## config.mk

```make
export PLATFORM = sky130hd
export DESIGN_NAME = dcache_lookup_stage
export DESIGN_NICKNAME = d
export VERILOG_FILES = /design/src/source/cache_addr_pkg.sv /design/src/source/cache_mem_pkg.sv /design/src/source/dcache_lookup_stage.sv
export VERILOG_INCLUDE_DIRS = /design/src /design/src/source
export SDC_FILE = /design/constraint.sdc
export NUM_CORES = 1
export LEC_CHECK = 0
export BUFFER_PORTS_ARGS = -buffer_cell sky130_fd_sc_hd__buf_2
export CORE_AREA = 2 2 417 419
export CTS_CLUSTER_SIZE = 28
export DETAILED_ROUTE_END_ITERATION = 12
export DIE_AREA = 0 0 419 421
export GPL_TIMING_DRIVEN = 0
export PLACE_DENSITY = 0.3
export REMOVE_ABC_BUFFERS = 1
export SYNTH_ARGS = -nofsm -noshare
export SYNTH_HDL_FRONTEND = slang
export SYNTH_SLANG_ARGS = --single-unit
```

## constraint.sdc

```tcl
create_clock -name clk -period 4.4 [get_ports clk]
set_clock_uncertainty 0.15 [all_clocks]
set_input_delay 0.88 -clock clk [delete_from_list [all_inputs] [get_ports clk]]
set_output_delay 0.88 -clock clk [all_outputs]
set_load 0.01 [all_outputs]
```

## src/source/cache_defines.svh

```systemverilog
`ifndef CACHE_DEFINES_SVH
`define CACHE_DEFINES_SVH

//////////////////////////////////////////////////////////////////////
// data cache geometry
//////////////////////////////////////////////////////////////////////

// cpu word
`define DC_DATA_W 32

// address split, tag + index + offset = 32
`define DC_TAG_W 20
`define DC_INDEX_W 8
`define DC_OFFSET_W 4

// 16 byte lines
`define DC_WORDS 4

`define DC_SETS 256 // two ways each

`endif

```

## src/source/cache_addr_pkg.sv

```systemverilog
`include "cache_defines.svh"

package cache_addr_pkg;

    // physical address as the arrays see it
    typedef struct packed {
        logic [`DC_TAG_W-1:0]                      tag;
        logic [`DC_INDEX_W-1:0]                    index;
        logic [$clog2(`DC_WORDS)-1:0]              word;   // word in line
        logic [`DC_OFFSET_W-$clog2(`DC_WORDS)-1:0] bsel;   // byte in word
    } dc_addr_t;

    // raw word for the memory port, fields for indexing
    typedef union packed {
        logic [`DC_TAG_W+`DC_INDEX_W+`DC_OFFSET_W-1:0] raw;
        dc_addr_t                                      fld;
    } dc_addr_u;

    // cpu load/store request
    typedef struct packed {
        logic                    valid;
        logic                    write;  // 1 store, 0 load
        dc_addr_u                addr;
        logic [`DC_DATA_W/8-1:0] wsel;   // store byte mask
        logic [`DC_DATA_W-1:0]   wdata;
    } dc_req_t;

endpackage

```

## src/source/cache_mem_pkg.sv

```systemverilog
`include "cache_defines.svh"

package cache_mem_pkg;

    typedef logic [`DC_WORDS-1:0][`DC_DATA_W-1:0] dc_line_t;

    // one way as read at an index
    typedef struct packed {
        logic                 valid;
        logic [`DC_TAG_W-1:0] tag;
        dc_line_t             line;
    } dc_entry_t;

    // write into one way
    typedef struct packed {
        logic [`DC_INDEX_W-1:0]              index;
        logic [`DC_TAG_W-1:0]                tag;
        logic [`DC_WORDS-1:0]                wen;    // bank enables
        logic [`DC_WORDS*`DC_DATA_W/8-1:0]   ben;    // byte enables over line
        dc_line_t                            line;
    } dc_way_wr_t;

    // refill read, level until ret_valid
    typedef struct packed {
        logic                                          req;
        logic [`DC_TAG_W+`DC_INDEX_W+`DC_OFFSET_W-1:0] addr;
    } dc_mem_rd_t;

    typedef struct packed {
        logic                                          strobe; // single cycle
        logic [`DC_TAG_W+`DC_INDEX_W+`DC_OFFSET_W-1:0] addr;
        dc_line_t                                      line;
    } dc_mem_wr_t;

endpackage

```

## src/source/dcache_lookup_stage.sv

```systemverilog
`include "cache_defines.svh"

module dcache_lookup_stage
    import cache_addr_pkg::*;
    import cache_mem_pkg::*;
(
    input  logic                  clk,
    input  logic                  rst,
    input  dc_req_t               stage_req_i,
    input  dc_entry_t             entry0_i,
    input  dc_entry_t             entry1_i,
    input  logic                  victim_way_i,
    input  logic                  victim_dirty_i,
    input  logic                  ret_valid_i,
    input  dc_line_t              ret_data_i,
    output dc_way_wr_t            way0_wr_o,
    output dc_way_wr_t            way1_wr_o,
    output logic                  hit_o,
    output logic                  hit_way_o,
    output logic                  refill_o,
    output logic                  stall_o,
    output logic                  data_ok_o,
    output logic [`DC_DATA_W-1:0] rdata_o,
    output dc_mem_rd_t            mem_rd_o,
    output dc_mem_wr_t            mem_wr_o
);

    localparam int   BYTES     = `DC_DATA_W / 8;
    localparam logic ST_LOOKUP = 1'b0;
    localparam logic ST_REFILL = 1'b1;  // victim written back, line requested

    logic       state_q;
    dc_addr_t   req_addr;
    logic       hit0;
    logic       hit1;
    logic       hit;
    logic       miss;
    logic       wb_strobe;
    logic       rd_req;
    logic       refill;
    dc_line_t   hit_line;
    dc_line_t   fill_line;
    dc_entry_t  victim_entry;
    dc_addr_u   wb_addr;
    dc_addr_u   fill_addr;
    dc_way_wr_t wr;

    assign req_addr = stage_req_i.addr.fld;

    //////////////////////////////////////////////////////////////////////
    // tag compare
    //////////////////////////////////////////////////////////////////////

    assign hit0 = entry0_i.valid && entry0_i.tag == req_addr.tag;
    assign hit1 = entry1_i.valid && entry1_i.tag == req_addr.tag;
    assign hit  = stage_req_i.valid && (hit0 || hit1);
    assign miss = stage_req_i.valid && !(hit0 || hit1);

    assign hit_line     = hit1 ? entry1_i.line : entry0_i.line;
    assign victim_entry = victim_way_i ? entry1_i : entry0_i;

    //////////////////////////////////////////////////////////////////////
    // miss sequence: write-back, request, refill
    //////////////////////////////////////////////////////////////////////

    assign wb_strobe = miss && state_q == ST_LOOKUP && victim_dirty_i;
    assign rd_req    = miss && (state_q == ST_REFILL || !victim_dirty_i);
    assign refill    = rd_req && ret_valid_i;

    always_ff @(posedge clk) begin
        if (rst) begin
            state_q <= ST_LOOKUP;
        end else if (refill) begin
            state_q <= ST_LOOKUP;
        end else if (wb_strobe) begin
            state_q <= ST_REFILL;
        end
    end

    // store data lands on top of the returned line
    always_comb begin
        fill_line = ret_data_i;
        if (stage_req_i.write) begin
            for (int b = 0; b < BYTES; b++) begin
                if (stage_req_i.wsel[b]) begin
                    fill_line[req_addr.word][8*b +: 8] = stage_req_i.wdata[8*b +: 8];
                end
            end
        end
    end

    //////////////////////////////////////////////////////////////////////
    // array writes
    //////////////////////////////////////////////////////////////////////

    always_comb begin
        wr       = '0;
        wr.index = req_addr.index;
        wr.tag   = req_addr.tag;
        if (refill) begin
            wr.wen  = '1;
            wr.ben  = '1;
            wr.line = fill_line;
        end else if (hit && stage_req_i.write) begin
            wr.wen[req_addr.word]                 = 1'b1;
            wr.ben[req_addr.word*BYTES +: BYTES]  = stage_req_i.wsel;
            wr.line                               = {`DC_WORDS{stage_req_i.wdata}};
        end
    end

    // refill goes to the victim, a store hit to its own way
    assign way0_wr_o = (refill ? !victim_way_i : hit0) ? wr : '0;
    assign way1_wr_o = (refill ? victim_way_i : hit1) ? wr : '0;

    //////////////////////////////////////////////////////////////////////
    // cpu and memory side
    //////////////////////////////////////////////////////////////////////

    assign hit_o     = hit;
    assign hit_way_o = hit1;
    assign refill_o  = refill;
    assign stall_o   = miss && !refill;
    assign data_ok_o = hit || refill;
    assign rdata_o   = refill ? fill_line[req_addr.word] : hit_line[req_addr.word];

    always_comb begin
        wb_addr            = '0;
        wb_addr.fld.tag    = victim_entry.tag;
        wb_addr.fld.index  = req_addr.index;
        fill_addr          = stage_req_i.addr;
        fill_addr.fld.word = '0;  // line aligned
        fill_addr.fld.bsel = '0;
    end

    assign mem_wr_o.strobe = wb_strobe;
    assign mem_wr_o.addr   = wb_addr.raw;
    assign mem_wr_o.line   = victim_entry.line;

    assign mem_rd_o.req    = rd_req;
    assign mem_rd_o.addr   = fill_addr.raw;

endmodule

```

=== Yosys cells after proc, flatten, opt, wreduce, memory -nomap -nowiden ===
Index checks and enable logic that the tools add are counted.

* Flip-flop bits (word level): 1
* Input bits: 501
* Word-level logic and storage cells: 64

* Add/subtract/negate cells: 1
* Order comparisons: 2
* Equal/unequal tests: 2
* Shift operators: 2
* Muxes and demuxes: 35
* Bitwise logic cells: 2
* Reductions and logical operators: 19

{| class="wikitable"
|+ Operators by type and width
! operator !! number
|-
| two-way mux 128 bit || 9
|-
| bitwise mux 128 bit || 4
|-
| two-way mux 148 bit || 3
|-
| two-way mux 176 bit || 2
|-
| demux 32 bit (select 2 bit) || 4
|-
| binary-select mux 32 bit (select 2 bit) || 2
|-
| two-way mux 32 bit || 4
|-
| == test 20 bit || 2
|-
| negator 4 -> 34 bit || 1
|-
| variable shift 4 x 34 -> 16 bit, first input constant || 1
|-
| indexed part select 4 x 34 -> 16 bit || 1
|-
| two-way mux 24 bit || 1
|-
| bitwise AND 16 bit || 1
|-
| two-way mux 16 bit || 1
|-
| logical AND 1 bit || 11
|-
| two-way mux 8 bit || 1
|-
| logical NOT 1 bit || 4
|-
| logical OR 1 bit || 3
|-
| < comparator 2 x 3 -> 1 bit, second input constant || 1
|-
| two-way mux 1 bit || 3
|-
| demux 1 bit (select 2 bit) || 1
|-
| greater-or-equal comparator 2 x 1 -> 1 bit, second input constant || 1
|-
| OR reduction 2 bit || 1
|-
| inverter 1 bit || 1
|}

=== Longest topological paths before layout ===
* Word-level depth: 19
* Mapped depth: 12
* Gate-level depth less buffers: 8

=== Least setup slack after synthesis ===
Ideal clock, no wire load.

* Path type: input -> output
* Start: input port stage_req_i[38] (netlist name)
* End: output port way0_wr_o[23] (netlist name)
* Arrival time: 3.096 ns
* Slack: 0.274 ns
* Cell stages on the path: 11
* Buffers on the path: 4
* Cells stage by stage: clkbuf_1 inv_2 clkbuf_1 ha_1 clkbuf_1 nand3_1 clkbuf_1 nand2_1 nor4_1 a311oi_2 nor2_1

{| class="wikitable"
|+ RTL lines
! what !! RTL line !! text
|-
| start, declared || dcache_lookup_stage.sv:9 || <nowiki>input dc_req_t stage_req_i,</nowiki>
|-
| end, declared || dcache_lookup_stage.sv:16 || <nowiki>output dc_way_wr_t way0_wr_o,</nowiki>
|}

==> impl_metrics.py <==
metrics = {
    "clocking": {
        "hold_buffers": 0,
        "path_clk_slew_ps": 0,
        "clkLatencyLatePin_ps": 0,
    },
    "floorplan": {
        "die_x_um": 419,
        "die_h_um": 421,
        "dieArea_um2": 176000,
        "core_area_um2": 172000,
        "io_pins": 1084,
        "start_util_pct": 7.61,
        "num_rows": 153,
    },
    "worst_setup_path": {
        "startpoint": "stage_req_i[48]",
        "critPathArrivalTime_ps": 3670,
        "crit_path_max_fanout": 5,
        "critical_path_class": "in -> out",
        "crit_required_ps": 3370,
        "r2r_start": "state_q",
        "end_kind": "output pin",
        "critPathLaunchType": "input port",
    },
    "grt": {
        "gr-total-overflow": 0,
        "first_global_vias": 21000,
        "grt_usage_pct": 18.4,
        "grt_pass1_wl_um": 218000,
        "grt_max_degree": 87,
        "antenna_found_initial": 26,
    },
    "run": {
        "drv_cap": 0,
    },
    "detailed_routing": {
        "wl_um": 175000,
        "drc": 0,
        "dr.pass1.iters": 6,
        "via_per_inst": 4.16,
        "drtIter0Drc": 1770,
        "vias": 22000,
        "ant_nets": 0,
        "routedWlPerCell_um": 33.2,
    },
    "cells_and_area": {
        "drive_gt1_share_pct": 73.3,
        "area_delta_synth_final_pct": 137,
        "layout_commonest_cell": "buf_2",
        "largest_register_ffs": 1,
        "fin_cells": 5280,
        "final_cell_mix": "buf_2, nor2_1, buf_4, nand2_1, buf_6",
        "top_register": "state_q",
        "fin_nets": 3455,
        "largestRegisters": "state_q x1",
    },
    "synthesis": {
        "yosys_warnings": 0,
        "ys.flop_type": "dfxtp_1",
        "synth_cell_types": 46,
        "syn_area_um2": 13100,
        "seq_area_frac_synth_pct": 0.153,
        "synth_edf_count": 0,
        "syn_area_per_cell_um2": 7.57,
        "synth_async_sr_flop_share_pct": 0,
        "synth_seq_cells": 1,
        "synthCells": 1733,
    },
    "timing": {
        "fin_ws_ps": -302,
        "fmax_mhz": 213,
        "setup_viol": 322,
        "worstMarginPinSlew_ps": 1020,
        "min_period_over_period_pct": 107,
        "rsz0062_at_grt": "true",
        "fin_crit_ps": 4700,
        "drv_slew": 0,
        "max-slew-margin-rel_pct": 31.9,
        "finalHoldViolCount": 0,
        "setup_tns_ps": -45710,
    },
    "hold_path": {
        "hold_class": "reg -> reg",
        "min_from": "state_q",
    },
    "placed_design": {
        "port_buffers": 1073,
        "dp_cells": 4903,
        "place_congestion": 0.933,
        "dp.final_hpwl_um": 115000,
    },
    "power_and_ir_drop": {
        "ir_worst_vdd_mv": 0.113,
        "power_leakage_nw": 12.2,
        "power_density_nw_per_um2": 82.6,
    },
    "outcome": {
        "status": "finished, violations left",
        "violations": "negative setup slack",
    },
}
==> timing repair <==
item / 4_1_cts / 5_1_grt
buffers inserted: 227 / 69
pin swaps: 230 / 262
setup endpoints to repair: 392 / 379
gates resized for setup: 759 / 344
gates cloned: 77 / 13
==> logic make-up (layout without fill, tap and decap cells) <==
family,count (synthesis),count (layout),share of synthesized area [%]
AOI/OAI and AO/OA,386,387,32.7
xor gates and xnor gates,40,40,2.67
adders and majority gates,8,8,0.763
buffers and inverters,306,1503,12.3
DFF,1,1,0.153
muxes,212,212,23.7
other,1,19,0.0286
and+or+nand+nor,779,785,27.7
==> report_power, final <==
group | internal (mW) | total [mW] | switching [mW]
clock | 0.000000747 | 0.000000747 | 0
sequential | 0.00991 | 0.0103 | 0.000398
combinational | 1.07 | 2.56 | 1.50
total | 1.08 | 2.57 | 1.50
==> cell usage after synthesis (2+ instances only) <==
master,count,share of area [%]
a2111oi_2,2,0.23
a2111oi_4,30,6.3
a21oi_1,21,0.80
a311oi_1,23,1.5
a311oi_2,106,12
a31oi_1,36,1.7
a32oi_1,32,2.1
and3_1,18,0.86
and4_1,2,0.13
buf_1,14,0.40
buf_2,45,1.7
buf_4,59,3.4
buf_6,23,2.0
clkbuf_1,125,3.6
clkbuf_2,2,0.076
ha_1,8,0.76
inv_1,35,1.0
mux2_2,148,13
mux4_2,64,11
nand2_1,194,5.5
nand3_1,61,2.3
nand4_1,11,0.52
nand4b_2,2,0.23
nor2_1,288,8.2
nor2b_1,60,2.9
nor3b_1,3,0.17
nor4_1,132,6.3
nor4_2,2,0.19
o211ai_1,128,7.3
o21a_1,4,0.23
or2_1,2,0.095
xnor2_1,32,2.1
xor2_1,8,0.53
==> through the flow <==
step	cell area, um^2	hold WS, ps	utilization, %	worst slack [ps]	power (mW)
CTS	28900	316	16.8	-215	2.45
finish	31200	325	18.1	-302	2.57
detailed placement	20900	315	12.1	-2950	1.79
global placement	19900	305	11.6	-39200	1.79
floorplan	11700	284	-	-9780	0.775
global route	31100	357	18.1	-285	2.68
==> worst paths after layout <==
| check | end | slack, ps | cells past startpoint |
|---|---|---|---|
| max reg2reg | state_q | 3500 | 2 |
| max | way1_wr_o[7] | -300 | 16 |
| min | state_q | 320 | 1 |
| min reg2reg | state_q | 320 | 1 |
==> metal layers <==
layer  track usage (%)  share of wire [%]
met4              4.16                2.9
met1              24.2                 42
met5                 0              0.033
met3              3.03                7.4
met2              31.3                 48
==> critical path, cell delays in order <==
cell	delay, ps
buf_12	120
xnor2_4	290
nand4_1	210
nor4_4	290
and4_4	330
buf_16	140
buf_12	120
buf_16	140
buf_12	150
buf_12	110
buf_16	130
buf_12	120
nor4_4	40
a311oi_4	340
nor2_1	80
buf_2	150
==> cell type report <==
class	instances	area (um^2)
diodes	11	27.5
multi-input cells	1440	15600
fillers	19400	141000
repair inverters	10	189
well taps	2325	2910
flip-flops and latches	1	20.0
repair buffers	1456	12200
inverters	37	176
(Power assumes the default switching activity.)
