### src/source/cache_defines.svh
`ifndef CACHE_DEFINES_SVH
`define CACHE_DEFINES_SVH

//////////////////////////////////////////////////////////////////////
// data cache geometry
//////////////////////////////////////////////////////////////////////

// cpu word
`define DC_DATA_W 32

// address split, tag + index + offset = 32
`define DC_TAG_W 20
`define DC_INDEX_W 8
`define DC_OFFSET_W 4

// 16 byte lines
`define DC_WORDS 4

`define DC_SETS 256 // two ways each

`endif

### src/source/cache_addr_pkg.sv
`include "cache_defines.svh"

package cache_addr_pkg;

    // physical address as the arrays see it
    typedef struct packed {
        logic [`DC_TAG_W-1:0]                      tag;
        logic [`DC_INDEX_W-1:0]                    index;
        logic [$clog2(`DC_WORDS)-1:0]              word;   // word in line
        logic [`DC_OFFSET_W-$clog2(`DC_WORDS)-1:0] bsel;   // byte in word
    } dc_addr_t;

    // raw word for the memory port, fields for indexing
    typedef union packed {
        logic [`DC_TAG_W+`DC_INDEX_W+`DC_OFFSET_W-1:0] raw;
        dc_addr_t                                      fld;
    } dc_addr_u;

    // cpu load/store request
    typedef struct packed {
        logic                    valid;
        logic                    write;  // 1 store, 0 load
        dc_addr_u                addr;
        logic [`DC_DATA_W/8-1:0] wsel;   // store byte mask
        logic [`DC_DATA_W-1:0]   wdata;
    } dc_req_t;

endpackage

### src/source/dcache_req_stage.sv
`include "cache_defines.svh"

module dcache_req_stage
    import cache_addr_pkg::*;
(
    input  logic                   clk,
    input  logic                   rst,
    input  dc_req_t                req_i,
    input  logic                   stall_i,
    output dc_req_t                stage_req_o,
    output logic [`DC_INDEX_W-1:0] rd_index_o
);

    dc_req_t req_q;

    //////////////////////////////////////////////////////////////////////
    // stage 1 to stage 2 register
    //////////////////////////////////////////////////////////////////////

    always_ff @(posedge clk) begin
        if (rst) begin
            req_q.valid <= 1'b0;
            req_q.write <= 1'b0;
        end else if (!stall_i) begin
            req_q <= req_i;
        end
    end

    assign stage_req_o = req_q;

    // while a miss waits the arrays keep reading the held set,
    // so the refilled line shows up as soon as the stall drops
    always_comb begin
        if (stall_i) begin
            rd_index_o = req_q.addr.fld.index;
        end else begin
            rd_index_o = req_i.addr.fld.index;
        end
    end

endmodule

### config.mk
export PLATFORM = sky130hd
export DESIGN_NAME = dcache_req_stage
export DESIGN_NICKNAME = d
export VERILOG_FILES = /design/src/source/cache_addr_pkg.sv /design/src/source/dcache_req_stage.sv
export VERILOG_INCLUDE_DIRS = /design/src /design/src/source
export SDC_FILE = /design/constraint.sdc
export NUM_CORES = 1
export LEC_CHECK = 0
export ABC_CLOCK_PERIOD_IN_PS = 7800
export BUFFER_PORTS_ARGS = -buffer_cell sky130_fd_sc_hd__buf_2
export CAP_MARGIN = 25
export CORE_UTILIZATION = 44
export CTS_CLUSTER_DIAMETER = 50
export DETAILED_ROUTE_END_ITERATION = 12
export HOLD_SLACK_MARGIN = 0.1
export PLACE_DENSITY_LB_ADDON = 0.15
export RECOVER_POWER = 25
export REMOVE_ABC_BUFFERS = 1
export SYNTH_ARGS = -nofsm -noshare
export SYNTH_HDL_FRONTEND = slang
export SYNTH_SLANG_ARGS = --single-unit
### constraint.sdc
create_clock -name clk -period 7.8 [get_ports clk]
set_clock_uncertainty 0.15 [all_clocks]
set_input_delay 1.95 -clock clk [delete_from_list [all_inputs] [get_ports clk]]
set_output_delay 1.95 -clock clk [all_outputs]
set_load 0.02 [all_outputs]
# Word level (Yosys, flattened, before mapping)
# Index checks and enable logic that the tools add are counted.
dict set report op_classes {
  muxes 1
  bitwise_logic 2
  reduce_logical 1
}
# op n
set op_table {}
lappend op_table {{$mux 8} 1}
lappend op_table {{$not 1->1} 2}
lappend op_table {{$reduce_and 2->1} 1}
dict set report word_totals {
  reg_bits 70
  input_bits 73
  out_inout_bits 78
  elab_cells 9
}

# Longest topological paths before layout
# Gate-level depths: netlist of run 1.
dict set report depth {
  word_depth 2
  ltp_mapped 3
  mapped_depth_nobuf 2
}

# Worst setup path after synthesis of run 1
# Ideal clock, no wire load.
dict set report synth_timing {
  path_type {input -> register}
  start {input port stall_i}
  end {register req_q, in the netlist stage_req_o[0], enable pin}
  setup_time_ns 0.495
  arrival_ns 4.953
  required_ns 7.155
  setup_slack_ns 2.201
  cell_stages 2
  path_buffers 1
  path_cell_list {buf_6 > nor2_1}
}
dict set report synth_via {
  elab_chain_len 2
}
# element line_no
set synth_lines {}
lappend synth_lines {{from (decl)} dcache_req_stage.sv:9} ;# input logic stall_i,
lappend synth_lines {{$not 1->1 (no source line)} n/a}
lappend synth_lines {{$reduce_and 2->1 (no source line)} n/a}
lappend synth_lines {{to (signal assigned)} dcache_req_stage.sv:25} ;# req_q <= req_i;
lappend synth_lines {{to (decl)} dcache_req_stage.sv:14} ;# dc_req_t req_q;
# No other way between the ends.
# A chain may end at the register's enable or synchronous reset.

# Final worst setup path of run 1
dict set report layout_timing {
  start {input port stall_i}
  end {output port rd_index_o[5]}
}
dict set report layout_via {
  elab_chain_len 1
}
# element line_no
set layout_lines {}
lappend layout_lines {{$mux 8} dcache_req_stage.sv:34} ;# if (stall_i) begin
lappend layout_lines {{to (decl)} dcache_req_stage.sv:11} ;# output logic [`DC_INDEX_W-1:0] rd_index_o
# No other way between the ends.

==> impl_metrics.ini, run 1 <==
[timing]
tightest_slew_ns = 0.814
fin_crit_sh_pct = 62.7
setup_tns_ns = 0
slew_headroom_pct = 45.7
max_freq_ghz = 0.204
finalHoldViolCount = 0
finalSetupViolations = 0
period_minus_slack_ns = 4.89
grt_setup_unrepaired = false
timing.final.ws_setup_ns = 2.91
hold_slack_ns = 0.344
drv_slew = 0

[global_route]
antenna_found_initial = 0
first_global_vias = 1298
grt_pass1_wl_um = 5730
grt_usage_pct = 15.4
grt_overflow_total = 0
grt_max_degree = 69

[layout]
num-fill-cells = 368
most-common-layout-cells = 150 x buf_2, 68 x edfxtp_1, 9 x clkbuf_8
layout_commonest_cell = buf_2
synthToLayoutAreaGrowth_pct = 43.9
drive_above_1_share_pct = 69.0
layout.nets = 318
n_antenna_cell = 0
largest_register_ffs = 70
stdcell_area_mm2 = 0.00322

[pwr]
intPower_w = 0.000587
clkPwrFrac_pct = 29.2
p_switching_w = 0.000178
ir_drop_v = 0.000150
comb_power_share_pct = 12.5
p_per_area_mw_per_mm2 = 237
pwr-share-seq_pct = 58.4
p_leak_nw = 1.41
swShare_pct = 23.3

[logic_synthesis]
yosysUniqueCellTypes = 7
synth_top_cell_by_area = edfxtp_1
synth_top_area_share_pct = 91.1
netlist_instances = 84
syn_area_mm2 = 0.00224
ys.warnings.count = 0
ys_ff_latch = 70
synth_area_leaders = edfxtp_1 91%, mux2_4 4.7%, dfxtp_1 1.8%
synth-seq-area-share_pct = 92.9
avgSynthCellArea_um2 = 26.7

[placed_design]
port_buffers = 150
globalplace.congestion = 0.673
place_area_mm2 = 0.00308
post-place-ws_ns = 2.90

[cts]
clock-sinks = 70
root_buffer = clkbuf_8
cts.path.max_buffers = 2
cts_buffers = 9
post_cts_resized = 0
cts_setup_buffers = 0
cts_tree = built
cts.clk_slew.worst_paths_ns = 0.06
worstSkewPairLatency_ns = 0.32
h-tree-depth = 3
hold_buffers = 0

[floorplan]
row_count = 25
die_w_um = 73.4
dieHeight_um = 73.4
core_area_mm2 = 0.00482
dieArea_mm2 = 0.00538
initial_core_util_pct = 46.5
num_io_pins = 151

[detailed_routing]
drtIter0Drc = 51
drc = 0
viasPerCell = 4.33
wl_um = 4060
vias = 1365
antenna_left = 0
wire_per_inst_um = 12.9
first_pass_iters = 4

[min_path]
min_path_type = register to register
hold_start = stage_req_o[68]

[critical_path]
slowest_stage = mux2_2
worstPathMaxFanout = 11
cp.required_ns = 5.70
cp_cell_sequence = buf_2, mux2_2, buf_2
path_delay_family = buffers and inverters
path_buf_inv = 2
crit_start = stall_i
cpPeakStageDelay_ns = 0.38
crit_type = primary input to output port
r2r_start = stage_req_o[69]
cpMostUsedCell = buf_2
crit_path_end_kind = output port
start_kind = primary input
cp_data_arrival_time_ns = 2.79
reg2reg_slack_ns = 7.03

[run_status]
status = complete, no violations

[job]
maxCapViolCount = 0
[layer usage]
| metal | share of wire, % | track usage [%] | up-vias |
|---|---|---|---|
| met4 | 2.0 | 12.0 | 0 |
| met3 | 12 | 8.23 | 8 |
| met2 | 51 | 25.4 | 92 |
| li1 | - | - | 655 |
| met1 | 35 | 14.2 | 610 |
| met5 | 0 | 0 | - |
[power by group through the flow]
| stage | clock network (W) | logic [W] | registers (W) |
|---|---|---|---|
| 2_1_floorplan | 0 | 0.0000164 | 0.000489 |
| 3_3_place_gp | 0 | 0.0000957 | 0.000454 |
| 3_5_place_dp | 0 | 0.0000964 | 0.000454 |
| 4_1_cts | 0.000231 | 0.0000965 | 0.000446 |
| 5_1_grt | 0.000245 | 0.000102 | 0.000449 |
| 6_report | 0.000223 | 0.0000954 | 0.000446 |
[cell type report]
class	count	area [um2]	share of cell area (%)
flip-flops and latches	70	2080	64.6
clock buffers	11	131	4.07
well taps	67	83.8	2.60
repair buffers	151	758	23.5
clock inverters	3	13.8	0.427
multi-input cells	13	155	4.81
[path summary, 6_finish.rpt]
kind / endpoint / cells after the start
max: rd_index_o[5] / 3
min: stage_req_o[68] / 2
max reg2reg: stage_req_o[69] / 2
min reg2reg: stage_req_o[68] / 2
[cell families (layout without fill, tap and decap cells)]
| group | Yosys count | after routing | share of synthesized area (%) |
|---|---|---|---|
| DFF | 70 | 70 | 92.9 |
| muxes | 10 | 10 | 6.09 |
| and+or+nand+nor | 3 | 3 | 0.502 |
| buffers and inverters | 1 | 165 | 0.502 |
[worst min-delay path, delay by kind of cell (launching register included)]
family,cells,cell delay (ns)
DFF,1,0.32
and+or+nand+nor,1,0.07
muxes,1,0.06
[cell usage after synthesis]
cell type  number
buf_6           1
dfxtp_1         2
edfxtp_1       68
mux2_2          1
mux2_4          7
mux2i_1         2
nor2_1          3
[metrics by stage]
step	util [%]	total power, W	instances
detailed placement	63.9	0.000551	301
global placement	63.9	0.000549	301
floorplan	-	0.000506	83
CTS	66.9	0.000774	315
finish	66.9	0.000765	315
global route	66.9	0.000795	315
(Power assumes the default switching activity.)
==> run 2: changes to the inputs <==
--- a/config.mk
+++ b/config.mk
@@ -6,10 +6,10 @@
 export SDC_FILE = /design/constraint.sdc
 export NUM_CORES = 1
 export LEC_CHECK = 0
-export ABC_CLOCK_PERIOD_IN_PS = 7800
+export ABC_CLOCK_PERIOD_IN_PS = 4700
 export BUFFER_PORTS_ARGS = -buffer_cell sky130_fd_sc_hd__buf_2
 export CAP_MARGIN = 25
-export CORE_UTILIZATION = 44
+export CORE_UTILIZATION = 41
 export CTS_CLUSTER_DIAMETER = 50
 export DETAILED_ROUTE_END_ITERATION = 12
 export HOLD_SLACK_MARGIN = 0.1
==> constraint.sdc (replaced) <==
create_clock -name clk -period 4.7 [get_ports clk]
set_clock_uncertainty 0.15 [all_clocks]
set_input_delay 1.175 -clock clk [delete_from_list [all_inputs] [get_ports clk]]
set_output_delay 1.175 -clock clk [all_outputs]
set_load 0.02 [all_outputs]
==> run 2 against run 1 <==
Net effect: non-clock buffer count increased by 1; routed wire length increased by 2.9%; critical path type unchanged; via count increased by 1.6%; total power increased by 82%; register-to-register slack got worse by 3.1 ns; largest power group unchanged; first-iteration DRC count increased by 33%; flip-flop and latch count unchanged; sequential share of layout area decreased by 1.3 points; largest cell class unchanged; die area increased by 7.1%; count of clock-buffer cells in the layout decreased by 2.
==> impl_metrics.ini, run 2 (synthesized netlist as in run 1, its figures left out) <==
[critical_path]
reg2reg_slack_ns = 3.95
cp_data_arrival_time_ns = 2.02
cpMostUsedCell = buf_2
reg2reg_depth = 2
crit_path_end_kind = output port
r2r-end = stage_req_o[69]
crit_type = primary input to output port
slowest_stage = mux2_2
cpPeakStageDelay_ns = 0.38
worstPathMaxFanout = 11
path_buf_inv = 2
path_delay_family = buffers and inverters
cp_cell_sequence = buf_2, mux2_2, buf_2
cp.required_ns = 3.38
start_kind = primary input
r2r_start = stage_req_o[69]

[floorplan]
die_w_um = 75.9
num_io_pins = 151
initial_core_util_pct = 43.3
dieHeight_um = 75.9
dieArea_mm2 = 0.00577
core_area_mm2 = 0.00517
row_count = 26

[pwr]
p_switching_w = 0.000309
clkPwrFrac_pct = 35.3
swShare_pct = 22.2
p_leak_nw = 1.44
ir_drop_v = 0.000253
comb_power_share_pct = 11.4
p_per_area_mw_per_mm2 = 422
intPower_w = 0.00108
pwr-share-seq_pct = 53.2

[cts]
h-tree-depth = 3
root_buffer = clkbuf_8
cts.clk_slew.worst_paths_ns = 0.06
worstSkewPairLatency_ns = 0.33
cts_setup_buffers = 0
cts_buffers = 9
cts_tree = built
cts.path.max_buffers = 2
post_cts_resized = 0
clock-sinks = 70
hold_buffers = 0

[timing]
max_freq_ghz = 0.299
setup_tns_ns = 0
fin_crit_sh_pct = 71.2
slew_headroom_pct = 68.9
finalSetupViolations = 0
grt_setup_unrepaired = false
finalHoldViolCount = 0
tightest_slew_ns = 0.465
drv_slew = 0
period_minus_slack_ns = 3.34

[global_route]
grt_pass1_wl_um = 6360
first_global_vias = 1351
grt_max_degree = 31
use_met2_pct = 22.6
grt_usage_pct = 15.3
gr-usage-met1_pct = 15.7
grt_overflow_total = 0
antenna_found_initial = 0
met3_usage_pct = 10.6
grt.busiest_layer = met2

[detailed_routing]
first_pass_iters = 4
drc = 0
wl_um = 4180
wire_per_inst_um = 13.1
drtIter0Drc = 68
antenna_left = 0
viasPerCell = 4.35
vias = 1387

[layout]
n_antenna_cell = 0
layout_commonest_cell = buf_2
largest_register_ffs = 70
most-common-layout-cells = 150 x buf_2, 68 x edfxtp_1, 9 x clkbuf_8
stdcell_area_mm2 = 0.00329
num-fill-cells = 403
regArea_mm2 = 0.00208
synthToLayoutAreaGrowth_pct = 46.8
multi_input_comb_area_um2 = 155
layout.nets = 319
drive_above_1_share_pct = 69.5

[min_path]
min_path_type = register to register
holdPathStages = 2
hold_start = stage_req_o[68]
min_to = stage_req_o[68]

[placed_design]
dp_hpwl_um = 3090
port_buffers = 150
globalplace.congestion = 0.705
place_area_mm2 = 0.00309

[run_status]
status = complete, no violations

[job]
maxCapViolCount = 0
[run 2: changes by cell type in the layout (fill, tap and decap cells not counted), sizes merged]
cell | before | now
buf | 151 | 152
bufinv | 0 | 2
clkbuf | 11 | 9
[run 2: layer usage]
metal	share of wire (%)	up-vias
li1	-	657
met1	36	608
met2	45	110
met3	15	12
met4	3.0	0
met5	0	-
[run 2: how the worst max path moves through the flow]
| stage | cells after the start | slack (ns) | start | to |
|---|---|---|---|---|
| floorplan | 1 | 0.03 | rst | stage_req_o[0] |
| global placement | 3 | 1.37 | stall_i | rd_index_o[5] |
| detailed placement | 3 | 1.35 | stall_i | rd_index_o[5] |
| CTS | 3 | 1.34 | stall_i | rd_index_o[5] |
| global route | 3 | 1.31 | stall_i | rd_index_o[5] |
| finish | 3 | 1.36 | stall_i | rd_index_o[5] |
[run 2: per-stage QoR]
| stage | hold slack, ns | std cells | worst slack [ns] | power, W | utilization, % |
|---|---|---|---|---|---|
| 6_report | 0.356 | 319 | 1.36 | 0.00139 | 63.6 |
| 5_1_grt | 0.397 | 319 | 1.31 | 0.00144 | 63.6 |
| 4_1_cts | 0.361 | 319 | 1.34 | 0.00141 | 63.6 |
| 3_5_place_dp | 0.342 | 305 | 1.35 | 0.000915 | 59.7 |
| 3_3_place_gp | 0.323 | 305 | 1.37 | 0.000912 | 59.7 |
| 2_1_floorplan | 0.436 | 83 | 0.0316 | 0.000839 | - |
[run 2: area by class of cell]
| cell class | count | share of cell area (%) |
|---|---|---|
| Tap cell | 70 | 2.66 |
| Timing Repair Buffer | 152 | 23.3 |
| Sequential cell | 70 | 63.3 |
| Multi-Input combinational cell | 13 | 4.71 |
| Clock buffer | 9 | 3.76 |
| Clock inverter | 5 | 2.32 |
[run 2: tightest hold or removal path, stage by stage (launching register included)]
cell and delay [ns]:
dfxtp_1 0.33, mux2i_1 0.07, nor2_1 0.07
[run 2: power groups by stage]
stage                     combinational, W  clock (W)  sequential (W)
final                             0.000159   0.000491        0.000740
after global routing              0.000169   0.000527        0.000744
after global placement            0.000160          0        0.000753
after CTS                         0.000161   0.000509        0.000741
after floorplan                  0.0000271          0        0.000812
after detailed placement          0.000161          0        0.000754
